$ cat config.mk
export PLATFORM = sky130hd
export DESIGN_NAME = completion_router
export DESIGN_NICKNAME = d
export VERILOG_FILES = /design/src/from_pc_pkg.sv /design/src/completion_router.sv
export SDC_FILE = /design/constraint.sdc
export NUM_CORES = 1
export LEC_CHECK = 0
export BUFFER_PORTS_ARGS = -buffer_cell sky130_fd_sc_hd__buf_4
export CORE_AREA = 2 2 148 150
export CTS_CLUSTER_SIZE = 10
export DETAILED_ROUTE_END_ITERATION = 8
export DIE_AREA = 0 0 150 152
export GPL_ROUTABILITY_DRIVEN = 0
export GPL_TIMING_DRIVEN = 0
export PLACE_DENSITY_LB_ADDON = 0.25
export RECOVER_POWER = 50
export SYNTH_ARGS = -nofsm -noshare
export SYNTH_HDL_FRONTEND = slang
export SYNTH_SLANG_ARGS = --single-unit
$ cat constraint.sdc
create_clock -name clock -period 0.8 [get_ports clock]
set_input_delay 0.12 -clock clock [delete_from_list [all_inputs] [get_ports clock]]
set_output_delay 0.12 -clock clock [all_outputs]
set_load 0.05 [all_outputs]
$ cat src/from_pc_pkg.sv
package from_pc_pkg;

   ////////////////////
   // Sizes
   ////////////////////

   // Four channels share the read request port and the completion port.
   localparam int NUM_CHANNELS = 4;
   localparam int CHAN_BITS = 2;

   // Each channel has eight 512 byte blocks of 64 words each.
   localparam int BLOCK_BITS = 3;
   localparam int INDEX_BITS = 6;
   localparam int DATA_BITS = 64;
   localparam int RAM_ADDR_BITS = BLOCK_BITS + INDEX_BITS;

   // A channel never has more than six blocks in flight toward the host.
   localparam int MAX_OUTSTANDING = 6;

   // Quiet cycles a channel keeps after each accepted request.
   localparam int HOLDOFF_CYCLES = 3;
   localparam int HOLDOFF_BITS = 2;

   // Output FIFO geometry.
   // Ready drops while fewer than FIFO_SPARE entries are free.
   localparam int FIFO_ADDR_BITS = 4;
   localparam int FIFO_DEPTH = 1 << FIFO_ADDR_BITS;
   localparam int FIFO_SPARE = 3;

   ////////////////////
   // Types
   ////////////////////

   // A read tag names the channel in its upper bits and the block below.
   typedef struct packed {
      logic [CHAN_BITS-1:0]  chan;
      logic [BLOCK_BITS-1:0] block;
   } rd_tag_t;

   // One completion beat as delivered to a channel.
   typedef struct packed {
      logic                  valid;
      rd_tag_t               tag;
      logic [INDEX_BITS-1:0] index;
      logic [DATA_BITS-1:0]  data;
   } completion_t;

   // The read request shown to the host.
   typedef struct packed {
      logic    valid;
      rd_tag_t tag;
   } rd_request_t;

endpackage

$ cat src/completion_router.sv
`timescale 1ns/1ps

module completion_router import from_pc_pkg::*; (
   input  logic                                 clock,
   input  logic                                 i_rst,
   input  logic                                 i_rc_valid,
   input  rd_tag_t                              i_rc_tag,
   input  logic [INDEX_BITS-1:0]                i_rc_index,
   input  logic [DATA_BITS-1:0]                 i_rc_data,
   output completion_t [NUM_CHANNELS-1:0]       o_cpl
);

   // Per-channel valid bits, decoded from the tag as the beat is registered.
   logic [NUM_CHANNELS-1:0] hit_q;
   rd_tag_t                 tag_q;
   logic [INDEX_BITS-1:0]   index_q;
   logic [DATA_BITS-1:0]    data_q;

   always_ff @(posedge clock) begin
      if (i_rst) begin
         hit_q <= '0;
      end else begin
         for (int c = 0; c < NUM_CHANNELS; c++) begin
            hit_q[c] <= i_rc_valid && (i_rc_tag.chan == CHAN_BITS'(c));
         end
      end
   end

   // The beat itself is only captured when valid, so idle cycles leave it alone.
   always_ff @(posedge clock) begin
      if (i_rc_valid) begin
         tag_q   <= i_rc_tag;
         index_q <= i_rc_index;
         data_q  <= i_rc_data;
      end
   end

   // Every channel sees the same beat.
   // Only the owner sees valid, so channels never look at the channel field.
   always_comb begin
      for (int c = 0; c < NUM_CHANNELS; c++) begin
         o_cpl[c].valid = hit_q[c];
         o_cpl[c].tag   = tag_q;
         o_cpl[c].index = index_q;
         o_cpl[c].data  = data_q;
      end
   end

   // At most one channel sees a valid beat in any cycle.
   a_one_owner: assert property (@(posedge clock) disable iff (i_rst)
      $onehot0(hit_q))
      else $error("completion routed to more than one channel");

endmodule

Yosys cells after proc, flatten, opt, wreduce, memory -nomap -nowiden:

Index checks and enable logic that the tools add are counted.

* equal/unequal tests: 3
* reduce and logical (&&, ||, !) cells: 5

Operator list (number)
* $eq A2 B2 Y1 const B: 2
* $logic_and A1 B1 Y1: 4
* $eq A2 B1 Y1 const B: 1
* $logic_not A2 Y1: 1

* register bits after elaboration: 79
* input port bits: 78
* output and inout bits: 304
* word-level logic and storage cells: 13

Longest topological paths before layout:

Gate-level depths: netlist (run 1).

* depth after elaboration: 2
* depth in mapped cells: 1

Worst setup path after synthesis (run 1):

Ideal clock, no wire load.

* path type: reg2out
* start: register data_q[24]
* end: output o_cpl[100] in the netlist's numbering
* data arrival time: 0.941 ns
* data required time: 0.680 ns
* setup slack: -0.261 ns
* cell stages (with the launch flop): 2
* buffers on the path: 1
* cells stage by stage: edfxtp_1 -> buf_4

RTL lines
* start, declared: line completion_router.sv:17 `logic [DATA_BITS-1:0] data_q;`
* start signal, assigned: line completion_router.sv:34 `data_q <= i_rc_data;`
* end, declared: line completion_router.sv:10 `output completion_t [NUM_CHANNELS-1:0] o_cpl`

No word-level cell between the ends.

Final worst setup path (run 1):

* start: register data_q[52]
* end: output o_cpl[128] in the netlist's numbering

No word-level cell between the ends.

==> impl_metrics.yaml, run 1 <==
grt:
  use_met3_pct: 3.84
  grt_use_total_pct: 13.0
  grt.met2_usage_pct: 25.2
  antenna_found_initial: 1
  grt_pass1_vias: 4038
  grt.busiest_layer: "met2"
  grt_start_max_net_pins: 80
  grt_first_pass_wirelength_um: 22900
  grt_overflow: 0
  use_met1_pct: 13.1
synth:
  synth.distinct_cells: 6
  synthCells: 308
  syn_nets: 386
  yosys.area_share.simple_pct: 1.23
  synth_xor_area_share_pct: 0
  synth_compound_area_share_pct: 0
  syn_area_per_cell_sq_um: 13.2
  synth_seq_cells: 79
  synth_fa_ha_area_share_pct: 0
  ys_warn_count: 0
  netlist_area_sq_um: 4070
  synth_mux_area_share_pct: 0
  synth_top_family_by_area: "buffers and inverters"
  yosysSeqAreaShare_pct: 57.3
routing:
  dr.pass1.iters: 4
  routed_wl_um: 15300
  vias_per_cell: 3.49
  first_iter_violations: 56
  drc: 0
  ant_nets: 0
  wl_per_cell_um: 14.5
  vias: 3704
power:
  p_sw_share_pct: 38.5
  pwr-share-comb_pct: 51.6
  pwr-share-clk_pct: 21.4
  power.leakage_nw: 5.13
  p_switching_mw: 7.83
  internal-power_mw: 12.5
  power_frac_seq_pct: 26.9
  powerDensity_nw_per_um2: 1820
  irDropWorstVdd_mv: 0.902
cts:
  cts.sinks: 79
  clkTransAtPathRegs_ns: 0.06
  root_buffer: "clkbuf_16"
  ctsLongestPathBuffers: 2
  cts_tree: "built"
  numCtsBuffers: 9
  cts_htree_levels: 3
placed_design:
  pre_cts_ws_ns: -0.611
  place_area_sq_um: 7290
  dp_hpwl_um: 9790
  io_buffers: 381
finish:
  nets: 853
  synthToLayoutAreaGrowth_pct: 175
  design_area_sq_um: 11200
  drive_gt1_share_pct: 80.2
critical_path:
  crit_type: "reg2out"
  slowest_stage: "edfxtp_1"
  cpPeakStageDelay_ns: 0.51
  end_kind: "primary output"
  critPathLaunchType: "register"
  path_max_fanout: 4
  path_cells: "buf_4 > buf_6"
  arrival_ns: 1.19
  cp_data_required_time_ns: 0.68
sta:
  layout_min_cycle_time_ns: 1.31
  tightest_slew_ns: 0.765
  finalHoldViolCount: 0
  period_share_pct: 164
  fin_ws_ns: -0.509
  fmax_ghz: 0.764
  rsz0062_at_grt: "yes"
  holdWs_ns: 0.154
  setup_viol: 304
  final-max-slew-violation-count: 0
  relSlewSlack_pct: 49.0
hold_path:
  hp-start: "i_rst"
  holdPathEnd: "hit_q[0]$_SDFF_PP0_"
  min_path_cells: 2
  hold_class: "in2reg"
floorplanning:
  coreArea_sq_um: 21400
  dieHeight_um: 152
  ioPinCount: 382
  die_w_um: 150
  fp-row-count: 54
  initial_utilization_pct: 19.1
  dieArea_sq_um: 22800
flow_run:
  cap_violations: 0
outcome:
  status: "complete, but fails checks"
  violations: "negative setup slack"
[per-stage QoR]
step	util (%)	power, mW	std cells	setup TNS (ns)
after floorplan	-	10.8	308	-58.73
after global placement	34.2	13.2	969	-62.34
after detailed placement	34.2	13.2	969	-64.23
after CTS	52.3	20.5	1062	-134.64
after global routing	52.5	21.1	1060	-142.38
final	52.5	20.4	1060	-128.38
[timing repair]
| action | in CTS | in global routing |
|---|---|---|
| resized for setup | 741 | 18 |
| hold buffers | 76 | 0 |
| setup buffers | 2 | 0 |
| setup endpoints to repair | 383 | 329 |
| endpoints found under the hold margin | 76 | 0 |
[critical path: cells and delay by family, from the launching register on]
kind	cells	cell delay [ns]
DFF	1	0.51
buffers and inverters	2	0.33
[layer usage]
layer  wire (um)  vias up
li1            -     1726
met1        4960     1765
met2        8810      201
met3        1340       12
met4         218        0
met5           0        -
[flip-flops by register name (all words and copies together), names as in the netlist]
signal,cells
index_q,6
o_cpl,5
hit_q,4
data_q,64
[logic make-up after synthesis]
logic type / count (synthesis)
buf+inv: 225
flops: 79
simple gates: 4
[cell usage in the layout, fill, tap and decap left out]
cell type        Yosys  final
clkbuf_16            0      9
nor4b_4              0      1
edfxtp_1            75     75
dlygate4sd3_1        0     73
clkbuf_4             0     72
diode_2              0      1
dlymetal6s4s_1       0      1
buf_4              225      5
buf_8                0    214
clkinv_1             0      1
clkdlybuf4s25_1      0      2
bufinv_16            0      2
buf_6                0    307
clkinv_2             0      2
clkbuf_1             0      1
dfxtp_2              0      4
and4b_1              1      1
and4bb_2             2      2
buf_12               0      7
[final cells by class]
class                   count  area, sq um
flip-flops and latches     79         2340
well taps                 280          350
plain buffers             225         2520
clock inverters             5         73.8
clock buffers              10          229
fillers                  1716        10100
repair buffers            456         5630
diodes                      1         2.50
multi-input cells           4         58.8
[synth_stat cells]
library cell / number / area, sq um
and4b_1: 1 / 10.0
and4bb_2: 2 / 25.0
buf_4: 225 / 1690
dfxtp_1: 4 / 80.1
edfxtp_1: 75 / 2250
nor4b_2: 1 / 15.0
[power by group through the flow]
| stage | registers (mW) | clock network (mW) | logic, mW |
|---|---|---|---|
| after floorplan | 6.33 | 0 | 4.50 |
| after global placement | 5.35 | 0 | 7.84 |
| after detailed placement | 5.36 | 0 | 7.85 |
| after CTS | 5.47 | 4.57 | 10.5 |
| after global routing | 5.54 | 4.73 | 10.8 |
| final | 5.49 | 4.37 | 10.5 |
[worst max-delay path by stage]
stage	from	to	slack, ns	cells after the start
global route	data_q[40]$_DFFE_PP_	o_cpl[116]	-0.55	2
global placement	i_rc_valid	hit_q[1]$_SDFF_PP0_	-0.58	2
CTS	data_q[52]$_DFFE_PP_	o_cpl[280]	-0.53	2
detailed placement	i_rc_valid	hit_q[0]$_SDFF_PP0_	-0.61	2
floorplan	data_q[25]$_DFFE_PP_	o_cpl[101]	-0.26	1
finish	data_q[52]$_DFFE_PP_	o_cpl[128]	-0.51	2
(Power assumes the default switching activity.)
==> inputs of run 2 (changes only) <==
Settings changed: RECOVER_POWER 50 to default.
==> run 2 against run 1 <==
  * The run still ends with negative setup slack left
  * Critical path depth stayed put
  * Highest routed layer unchanged
  * First-iteration DRC count rose by 30%
  * Maximum frequency barely moved
  * Combinational power hardly changed
  * Power up 0.20%
  * Final cell count did not move
  * Clock-buffer cell count did not move
==> impl_metrics.yaml, run 2 (same netlist as run 1, synthesis figures left out) <==
outcome:
  status: "complete, but fails checks"
  violations: "negative setup slack"
grt:
  antenna_found_initial: 1
  grt_start_max_net_pins: 80
  grt_first_pass_wirelength_um: 22900
  grt_overflow: 0
  grt_pass1_vias: 4038
  grt_use_total_pct: 13.0
sta:
  fmax_ghz: 0.764
  period_share_pct: 164
  finalHoldViolCount: 0
  tightest_slew_ns: 0.672
  setup_viol: 304
  fin_ws_ns: -0.508
  relSlewSlack_pct: 55.2
  rsz0062_at_grt: "yes"
  final-max-slew-violation-count: 0
  holdWs_ns: 0.154
  layout_min_cycle_time_ns: 1.31
critical_path:
  end_kind: "primary output"
  arrival_ns: 1.19
  path_max_fanout: 4
  slowest_stage: "edfxtp_1"
  cpPeakStageDelay_ns: 0.51
  cp_data_required_time_ns: 0.68
  crit_type: "reg2out"
  path_cells: "buf_4 > buf_6"
  critPathLaunchType: "register"
floorplanning:
  initial_utilization_pct: 19.1
  dieHeight_um: 152
  dieArea_sq_um: 22800
  die_w_um: 150
  fp-row-count: 54
  coreArea_sq_um: 21400
  ioPinCount: 382
routing:
  wl_per_cell_um: 14.6
  vias_per_cell: 3.51
  ant_nets: 0
  routed_wl_um: 15500
  dr.pass1.iters: 4
  first_iter_violations: 73
  drc: 0
  vias: 3716
cts:
  numCtsBuffers: 9
  ctsLongestPathBuffers: 2
  clkTransAtPathRegs_ns: 0.06
  root_buffer: "clkbuf_16"
  cts.sinks: 79
  cts_tree: "built"
  cts_htree_levels: 3
power:
  power.total_mw: 20.4
  powerDensity_nw_per_um2: 1820
  p_switching_mw: 7.85
  pwr-share-clk_pct: 21.4
  power_frac_seq_pct: 26.9
  internal-power_mw: 12.6
  pwr-share-comb_pct: 51.7
  power.leakage_nw: 5.17
  irDropWorstVdd_mv: 0.903
  p_sw_share_pct: 38.5
finish:
  layout_common_cells: "buf_6, buf_8, buf_4"
  top_register: "data_q"
  final_core_util_pct: 52.5
  drive_gt1_share_pct: 80.2
  synthToLayoutAreaGrowth_pct: 175
  largest_register_ffs: 64
  final_common_cell: "buf_6"
  nets: 853
placed_design:
  dp_hpwl_um: 9790
  io_buffers: 381
hold_path:
  min_path_cells: 2
  hold_class: "in2reg"
flow_run:
  cap_violations: 0
[run 2: cell types whose count changed in the layout (fill, tap and decap cells not counted), sizes merged]
cell	before	now
buf	533	604
clkbuf	82	11
clkdlybuf4s25	2	0
dlymetal6s4s	1	3
[run 2: final timing paths]
path                              from                  end  slack [ns]
setup / recovery  data_q[52]$_DFFE_PP_           o_cpl[128]       -0.51
hold / removal                   i_rst  hit_q[0]$_SDFF_PP0_        0.15
[run 2: layout make-up]
cell class                 count  area (sq um)
antenna                        1          2.50
buffer                       225          2520
clock buffer                  10           229
clock inverter                 5          73.8
fill                        1714         10100
multi-input combinational      4          58.8
sequential                    79          2340
tap                          280           350
timing repair buffer         456          5640
[run 2: through the flow]
step                      instances  setup slack [ns]  setup TNS (ns)  instance area [sq um]
after floorplan                 308            -0.261          -58.73                   4080
after global placement          969            -0.577          -62.34                   7290
after detailed placement        969            -0.611          -64.23                   7290
after CTS                      1062            -0.526         -134.64                  11200
after global routing           1060            -0.551         -142.00                  11200
final                          1060            -0.508         -128.74                  11200
[run 2: layer usage]
| layer | global-route usage [%] | vias up | routed length [um] |
|---|---|---|---|
| li1 | - | 1727 | - |
| met1 | 13.1 | 1772 | 5020 |
| met2 | 25.2 | 205 | 8840 |
| met3 | 3.84 | 12 | 1370 |
| met4 | 4.27 | 0 | 219 |
| met5 | 0 | - | 0 |
[run 2: power by group through the flow]
stage | Sequential [mW] | Combinational [mW] | Clock [mW]
3_5_place_dp | 5.36 | 7.85 | 0
3_3_place_gp | 5.35 | 7.84 | 0
6_report | 5.49 | 10.5 | 4.38
2_1_floorplan | 6.33 | 4.50 | 0
4_1_cts | 5.47 | 10.5 | 4.57
5_1_grt | 5.54 | 10.8 | 4.73
[run 2: critical path, delay by kind of cell, from the launching register on]
| kind | cells | cell delay (ns) |
|---|---|---|
| flops | 1 | 0.51 |
| buf+inv | 2 | 0.33 |
[run 2: what timing repair did]
action,4_1_cts,5_1_grt
gates cloned,0,0
endpoints found under the hold margin,76,0
hold buffers,76,0
setup endpoints to repair,383,329
pin swaps,0,0
buffers inserted,2,0
gates resized for setup,741,18
