[src/from_pc_pkg.sv]
package from_pc_pkg;

   ////////////////////
   // Sizes
   ////////////////////

   // Four channels share the read request port and the completion port.
   localparam int NUM_CHANNELS = 4;
   localparam int CHAN_BITS = 2;

   // Each channel has eight 512 byte blocks of 64 words each.
   localparam int BLOCK_BITS = 3;
   localparam int INDEX_BITS = 6;
   localparam int DATA_BITS = 64;
   localparam int RAM_ADDR_BITS = BLOCK_BITS + INDEX_BITS;

   // A channel never has more than six blocks in flight toward the host.
   localparam int MAX_OUTSTANDING = 6;

   // Quiet cycles a channel keeps after each accepted request.
   localparam int HOLDOFF_CYCLES = 3;
   localparam int HOLDOFF_BITS = 2;

   // Output FIFO geometry.
   // Ready drops while fewer than FIFO_SPARE entries are free.
   localparam int FIFO_ADDR_BITS = 4;
   localparam int FIFO_DEPTH = 1 << FIFO_ADDR_BITS;
   localparam int FIFO_SPARE = 3;

   ////////////////////
   // Types
   ////////////////////

   // A read tag names the channel in its upper bits and the block below.
   typedef struct packed {
      logic [CHAN_BITS-1:0]  chan;
      logic [BLOCK_BITS-1:0] block;
   } rd_tag_t;

   // One completion beat as delivered to a channel.
   typedef struct packed {
      logic                  valid;
      rd_tag_t               tag;
      logic [INDEX_BITS-1:0] index;
      logic [DATA_BITS-1:0]  data;
   } completion_t;

   // The read request shown to the host.
   typedef struct packed {
      logic    valid;
      rd_tag_t tag;
   } rd_request_t;

endpackage

[src/read_request_arbiter.sv]
`timescale 1ns/1ps

module read_request_arbiter import from_pc_pkg::*; (
   input  logic                                  clock,
   input  logic                                  i_rst,
   input  logic [NUM_CHANNELS-1:0]               i_req_want,
   input  logic [NUM_CHANNELS-1:0][BLOCK_BITS-1:0] i_req_block,
   input  logic                                  i_rr_ready,
   output rd_request_t                           o_rr,
   output logic [NUM_CHANNELS-1:0]               o_grant
);

   // The round-robin pointer names the channel searched first.
   logic [CHAN_BITS-1:0] rr_ptr;
   logic [CHAN_BITS-1:0] pick_chan;
   logic                 pick_found;
   logic                 rr_valid;
   rd_tag_t              rr_tag;

   ////////////////////
   // Selection
   ////////////////////

   // Search upward from the pointer and take the first wanting channel.
   // The cast wraps the search index back to channel zero.
   always_comb begin
      pick_found = 1'b0;
      pick_chan  = rr_ptr;
      for (int k = 0; k < NUM_CHANNELS; k++) begin
         if (!pick_found && i_req_want[CHAN_BITS'(rr_ptr + k)]) begin
            pick_found = 1'b1;
            pick_chan  = CHAN_BITS'(rr_ptr + k);
         end
      end
   end

   ////////////////////
   // Request register
   ////////////////////

   // A shown request stays put until the host accepts it.
   // After an acceptance the register goes empty for a cycle.
   // The granted channel's want has dropped by then.
   always_ff @(posedge clock) begin
      if (i_rst) begin
         rr_valid <= 1'b0;
         rr_ptr   <= '0;
      end else if (i_rr_ready) begin
         rr_valid <= 1'b0;
         rr_ptr   <= rr_tag.chan + 1'b1;
      end else if (!rr_valid && pick_found) begin
         rr_valid <= 1'b1;
      end
   end

   always_ff @(posedge clock) begin
      if (!rr_valid && pick_found) begin
         rr_tag.chan  <= pick_chan;
         rr_tag.block <= i_req_block[pick_chan];
      end
   end

   assign o_rr.valid = rr_valid;
   assign o_rr.tag   = rr_tag;

   // The grant goes out in the acceptance cycle so the channel steps on the same edge.
   always_comb begin
      o_grant = '0;
      if (i_rr_ready && rr_valid) begin
         o_grant[rr_tag.chan] = 1'b1;
      end
   end

   a_ready_with_valid: assert property (@(posedge clock) disable iff (i_rst)
      i_rr_ready |-> rr_valid)
      else $error("request accepted while none was shown");

   // A grant names at most one channel, and only one that still wants to issue.
   a_grant_owner: assert property (@(posedge clock) disable iff (i_rst)
      $onehot0(o_grant) && ((o_grant & ~i_req_want) == '0))
      else $error("grant to more than one channel or to one that does not want");

endmodule

[config.mk]
export PLATFORM = sky130hd
export DESIGN_NAME = read_request_arbiter
export DESIGN_NICKNAME = d
export VERILOG_FILES = /design/src/from_pc_pkg.sv /design/src/read_request_arbiter.sv
export SDC_FILE = /design/constraint.sdc
export NUM_CORES = 1
export LEC_CHECK = 0
export BUFFER_PORTS_ARGS = -buffer_cell sky130_fd_sc_hd__buf_2
export CAP_MARGIN = 20
export CORE_AREA = 2 2 43 45
export CTS_CLUSTER_SIZE = 30
export DETAILED_ROUTE_END_ITERATION = 8
export DIE_AREA = 0 0 45 47
export PLACE_DENSITY = 0.61
export SYNTH_ARGS = -nofsm -noshare
export SYNTH_HDL_FRONTEND = slang
export SYNTH_SLANG_ARGS = --single-unit
[constraint.sdc]
create_clock -name clock -period 2 [get_ports clock]
set_input_delay 0.3 -clock clock [delete_from_list [all_inputs] [get_ports clock]]
set_output_delay 0.3 -clock clock [all_outputs]
set_load 0.1 [all_outputs]
# Word-level counts from Yosys, hierarchy flattened
# Index checks and enable logic that the tools add are counted.
dict set report word_totals {
  regBits 8
  output_inout_bits 10
  romBits 0
  latch_bits 0
  ramBits 0
  n_memories 0
}
dict set report op_classes {
  n_shift 0
  mul 0
  n_div 0
  n_lt_le_gt_ge 7
  mux 20
  reduce_logical 11
  eq_ne 0
  bitwise_logic 0
  n_addsub 4
}
# operator count
set ops {}
lappend ops {{2-bit by 3-bit less-than comparator with 1-bit output (second input constant)} 6}
lappend ops {{1-bit 2-to-1 mux} 9}
lappend ops {{1-bit binary-select mux with 2-bit select} 4}
lappend ops {{3-bit binary-select mux with 2-bit select} 1}
lappend ops {{1-bit logical AND} 6}
lappend ops {{2-bit 2-to-1 mux} 3}
lappend ops {{2-bit by 1-bit adder with 2-bit output (second input constant)} 2}
lappend ops {{2-bit adder (second input constant)} 2}
lappend ops {{1-bit zero test} 4}
lappend ops {{4-bit 2-to-1 mux} 1}
lappend ops {{3-bit 2-to-1 mux} 1}
lappend ops {{1-bit demux with 2-bit select} 1}
lappend ops {{2-bit by 1-bit >= comparator with 1-bit output (second input constant)} 1}
lappend ops {{2-bit OR reduction} 1}

# Longest topological paths before layout
# Gate-level depths: netlist (run 1).
dict set report depth {
  depth_word 14
  ltp_mapped 5
  mapped_depth_nobuf 5
}

# Worst setup path before layout (run 1)
# OpenSTA, ideal clock, no wires.
dict set report synth_timing {
  kind {flip-flop to output port}
  start {register rr_tag, in the netlist o_rr[3]}
  end {output port o_grant[3]}
  stages_incl_launch_ff 3
  path_slack_ns -0.326
  required_ns 1.700
  arrival_time_ns 2.026
  cell_sequence {edfxtp_1 > ha_1 > and3_1}
}
dict set report synth_between {
  elab_chain_len 5
}
# element line
set synth_rtl {}
lappend synth_rtl {{start: declaration} read_request_arbiter.sv:18} ;# rd_tag_t rr_tag;
lappend synth_rtl {{2-bit by 3-bit less-than comparator with 1-bit output (not written as such) / 2-bit by 1-bit >= comparator with 1-bit output (equally long branches)} read_request_arbiter.sv:70} ;# o_grant[rr_tag.chan] = 1'b1;
lappend synth_rtl {{1-bit logical AND (not written as such)} read_request_arbiter.sv:70}
lappend synth_rtl {{1-bit 2-to-1 mux (not written as such)} read_request_arbiter.sv:70}
lappend synth_rtl {{1-bit demux with 2-bit select (*)} read_request_arbiter.sv:70}
lappend synth_rtl {{4-bit 2-to-1 mux (*)} read_request_arbiter.sv:69} ;# if (i_rr_ready && rr_valid) begin
lappend synth_rtl {{end: declaration} read_request_arbiter.sv:10} ;# output logic [NUM_CHANNELS-1:0] o_grant
# Mark *: on every way between the ends. The rest lies on a longest branch, timed or not.

# Worst setup path in the final report (run 1)
dict set report layout_timing {
  start {register rr_tag, in the netlist o_rr[3]}
  end {output port o_grant[2]}
}
# The elaborated chain is that of the path after synthesis.

==> results.yml, run 1 <==
detailed_routing:
  drt-wirelength-per-cell_um: 10.37
  dr.first_iter.drc_count: 6
  totalWireLength_um: 1058
  vias: 499
  viasPerCell: 4.892
  drt_first_pass_iters: 3
  drc: 0
  ant_nets: 0
power:
  irDropWorstVdd_uv: 381.3
  total_power_uw: 679.2
  p_leak_uw: 0.0003498
  power_density_nw_per_um2: 934.3
logic_synthesis:
  ys_warn_count: 0
  netlist_instances: 55
  synth_seq_cells: 8
  ys_seq_area_frac: 0.3934
  syn_avg_cell_area_um2: 9.714
  synth_area_um2: 534.3
  synth_cell_types: 22
  synth_nets: 78
grt:
  grt_pass1_wl_um: 1656
  first_global_vias: 425
  grt_max_degree: 11
  grt_util_all_layers: 0.1110
  antenna_found_initial: 0
  grt-ovfl-total: 0
final_layout:
  fin_cells: 102
  drive_gt1_frac: 0.4235
  final_common_cell: "buf_2"
  antenna_cells: 0
  syn_to_final_growth_pct: 36.07
  final_cell_mix: "buf_2 (28), nand2b_1 (5), edfxtp_1 (5)"
  final_nets: 109
  postLayoutCellArea_um2: 726.9
  fin_util: 0.4402
sta:
  slew_viol_final: 0
  worst_pin_slew_ns: 0.4885
  fin_tns_setup_ns: 0
  finalHoldViolCount: 0
  rsz0062_at_grt: "no"
  min_period_ns: 1.841
  fin_crit_sh: 0.9203
  skew_ns: 0.01058
  fmax_ghz: 0.5433
  setup_viol: 0
  slew_headroom: 0.6722
placement:
  place_area_um2: 700.7
  dp_hpwl_um: 834.4
  io_buffers: 28
  place_congestion: 0.7509
  placed_cells: 98
clocking:
  hold_buffers: 0
  post-cts-setup-buffers: 0
  clock-sinks: 8
  clk_path_buf_depth: 2
  htree_levels: 1
  cts_tree: "built"
  path_clk_slew_ns: 0.05
  numCtsBuffers: 3
  cts-root-buf: "clkbuf_4"
  cts_resized: 0
  clock_latency_ns: 0.26
setup_path:
  r2r_slack_ns: 0.41
  reg2reg_to: "o_rr[0]$_DFFE_PP_"
  r2r_start: "rr_ptr[0]$_SDFFE_PP0P_"
  crit_fanout: 5
  crit_arrival_ns: 1.54
  endpoint_kind: "output pin"
  reg2reg_depth: 5
  worst_setup_path_start_kind: "register"
  path_class: "reg -> out"
  required_ns: 1.70
die:
  ioPinCount: 29
  die_h_um: 47
  rows: 15
  start_util: 0.3235
  die_w_um: 45
  core_um2: 1652
  fp.dieArea_um2: 2115
worst_hold_path:
  min_path_cells: 2
  min_from: "i_rst"
  worstHoldEndpoint: "rr_ptr[1]$_SDFFE_PP0P_"
  hold_path.class: "in -> reg"
outcome:
  outcome: "completed"
job:
  maxCapViolCount: 0
power breakdown:
group	switching [uW]	total (uW)	internal, uW
clock network	56.6	133	76.4
registers	19.2	229	209
logic	242	318	75.1
how the worst max path moves through the flow:
stage / slack (ns) / to / cells past startpoint / from
CTS: 0.14 / o_grant[2] / 4 / o_rr[3]$_DFFE_PP_
detailed placement: 0.28 / o_rr[0]$_DFFE_PP_ / 6 / i_req_want[2]
global route: 0.08 / o_grant[2] / 4 / o_rr[3]$_DFFE_PP_
finish: 0.16 / o_grant[2] / 4 / o_rr[3]$_DFFE_PP_
floorplan: -0.04 / o_grant[3] / 2 / o_rr[3]$_DFFE_PP_
global placement: 0.30 / o_rr[0]$_DFFE_PP_ / 6 / i_req_want[2]
cells in the mapped netlist:
master | number | share of area
o21a_1 | 1 | 0.014
buf_4 | 1 | 0.014
nand2b_1 | 5 | 0.059
ha_1 | 4 | 0.094
and3_1 | 4 | 0.047
nor2b_1 | 2 | 0.023
o21ai_0 | 2 | 0.019
or2b_1 | 1 | 0.014
a211oi_1 | 3 | 0.042
edfxtp_1 | 5 | 0.28
dfxtp_1 | 3 | 0.11
or3_1 | 1 | 0.012
mux2i_1 | 4 | 0.075
clkbuf_1 | 1 | 0.0070
a22oi_1 | 3 | 0.042
nand2_1 | 1 | 0.0070
inv_1 | 3 | 0.021
a21oi_1 | 4 | 0.037
nor4_1 | 1 | 0.012
nor3_4 | 1 | 0.030
nor2_1 | 4 | 0.028
o21ai_1 | 1 | 0.0094
state kept, by name (all words and copies together) (netlist names):
| name | flops |
|---|---|
| o_rr | 5 |
| rr_ptr | 2 |
| rr_valid | 1 |
per-stage QoR:
stage	hold WS, ns	setup slack (ns)
global placement	0.5088	0.3041
detailed placement	0.5060	0.2790
finish	0.2525	0.1594
CTS	0.2478	0.1385
floorplan	0.3724	-0.04416
global route	0.2488	0.08245
cell families (layout without fill, tap and decap cells):
family	count (synthesis)	count (layout)	synth area share
adder cells (fa/ha/maj)	4	4	0.09368
multiplexers	4	4	0.07494
AO/OA/AOI/OAI	14	14	0.1639
flip-flops	8	8	0.3934
buffers and inverters	5	35	0.04215
AND/OR/NAND/NOR	20	20	0.2319
critical path, stage by stage, from the launching register on:
cell and delay (ns):
edfxtp_1 0.46, inv_1 0.11, ha_1 0.14, and3_4 0.17
buf_2 0.41
layer usage:
layer | share of wire | wire length (um) | track usage | vias up
met3 | 0.077 | 81 | 0.05000 | 0
met5 | 0 | 0 | 0 | -
met1 | 0.40 | 427 | 0.1158 | 222
met4 | 0 | 0 | 0.03529 | 0
met2 | 0.52 | 550 | 0.2000 | 19
li1 | - | - | - | 258
area by class of cell:
class                   count  area [um^2]
clock buffers               4        26.28
fillers                   171        924.6
inverters                   3        11.26
multi-input cells          42        317.8
flip-flops and latches      8        210.2
well taps                  17        21.27
repair buffers             28        140.1
Power figures use the tool's default switching activity.
==> inputs of run 2 (changes only) <==
==> constraint.sdc (replaced) <==
create_clock -name clock -period 2 [get_ports clock]
set_input_delay 0.1 -clock clock [delete_from_list [all_inputs] [get_ports clock]]
set_output_delay 0.1 -clock clock [all_outputs]
set_load 0.1 [all_outputs]
==> results.yml, run 2 (same netlist as run 1, synthesis figures left out) <==
setup_path:
  crit_arrival_ns: 1.56
  required_ns: 1.90
  endpoint_kind: "output pin"
  path_class: "reg -> out"
  crit_fanout: 5
  worst_setup_path_start_kind: "register"
final_layout:
  syn_to_final_growth_pct: 33.96
  drive_gt1_frac: 0.4235
  final_cell_mix: "buf_2 (28), nand2b_1 (5), edfxtp_1 (5)"
  final_common_cell: "buf_2"
  fin_util: 0.4333
  antenna_cells: 0
  final_nets: 109
  largest_reg_flops: 5
grt:
  use_met2: 0.1771
  grt.met1_usage: 0.1338
  grt_util_all_layers: 0.1027
  grt_pass1_wl_um: 1614
  first_global_vias: 404
  grt-busiest-layer: "met2"
  grt-ovfl-total: 0
  met3_usage: 0
  grt_max_degree: 11
  antenna_found_initial: 0
clocking:
  clock-sinks: 8
  cts-root-buf: "clkbuf_4"
  numCtsBuffers: 3
  path_clk_slew_ns: 0.06
  cts_tree: "built"
  clk_path_buf_depth: 2
  htree_levels: 1
  cts_resized: 0
  hold_buffers: 0
  post-cts-setup-buffers: 0
  clock_latency_ns: 0.25
detailed_routing:
  vias: 489
  drt-wirelength-per-cell_um: 10.45
  dr.first_iter.drc_count: 3
  viasPerCell: 4.794
  drc: 0
  totalWireLength_um: 1066
  ant_nets: 0
  drt_first_pass_iters: 2
power:
  pwr-share-clk: 0.194
  swShare: 0.4682
  p_leak_uw: 0.0003539
  p_switching_uw: 316.1
  irDropWorstVdd_uv: 282.8
  power_frac_comb: 0.468
  power_density_nw_per_um2: 943.3
  p_seq_frac: 0.338
  total_power_uw: 675.1
  intPower_uw: 359.0
sta:
  setup_ws_ns: 0.3435
  fmax_ghz: 0.6037
  skew_ns: 0.005161
  min_period_ns: 1.657
  setup_viol: 0
  fin_crit_sh: 0.8283
  worst_pin_slew_ns: 0.4847
  rsz0062_at_grt: "no"
  finalHoldViolCount: 0
  slew_viol_final: 0
  fin_tns_setup_ns: 0
  whs_ns: 0.04626
  slew_headroom: 0.6747
job:
  maxCapViolCount: 0
worst_hold_path:
  hold_path.class: "in -> reg"
placement:
  dp_hpwl_um: 895.8
  place_congestion: 0.7800
  io_buffers: 28
  dp_slack_ns: 0.3851
die:
  start_util: 0.3235
  ioPinCount: 29
  fp.dieArea_um2: 2115
  die_h_um: 47
  die_w_um: 45
  core_um2: 1652
  rows: 15
outcome:
  outcome: "completed"
[run 2: cell count changes in the layout (fill, tap and decap cells not counted)]
cell / previous run / this run
and3_2: 1 / 4
and3_4: 3 / 0
[run 2: worst paths after layout]
check	start	to	slack [ns]	cells past startpoint
max	o_rr[3]$_DFFE_PP_	o_grant[0]	0.34	4
min	i_rst	rr_ptr[1]$_SDFFE_PP0P_	0.05	2
min reg2reg	rr_ptr[0]$_SDFFE_PP0P_	rr_ptr[0]$_SDFFE_PP0P_	0.51	2
max reg2reg	rr_ptr[0]$_SDFFE_PP0P_	o_rr[0]$_DFFE_PP_	0.39	5
[run 2: metal layers]
metal  share of wire  vias to the layer above
met2            0.48                       17
li1                -                      258
met3           0.054                        0
met1            0.47                      214
met4               0                        0
met5               0                        -
[run 2: layout make-up]
type                    instances  area, um^2
fillers                       175       935.9
clock buffers                   4       26.28
repair buffers                 28       140.1
inverters                       3       11.26
flip-flops and latches          8       210.2
well taps                      17       21.27
multi-input cells              42       306.5
[run 2: per-stage QoR]
step	std cells	area, um^2
final	102	715.7
after detailed placement	98	689.4
after global routing	102	715.7
after floorplan	55	539.3
after global placement	98	689.4
after CTS	102	715.7
[run 2: power by group through the flow]
stage | Sequential (uW) | Combinational (uW) | Clock [uW]
finish | 228 | 316 | 131
global route | 234 | 335 | 143
CTS | 229 | 317 | 137
detailed placement | 232 | 317 | 0
global placement | 231 | 315 | 0
floorplan | 377 | 114 | 0
[run 2: critical path: stages, from the launching register on]
cell,delay [ns]
edfxtp_1,0.47
inv_1,0.12
ha_1,0.14
and3_2,0.16
buf_2,0.41
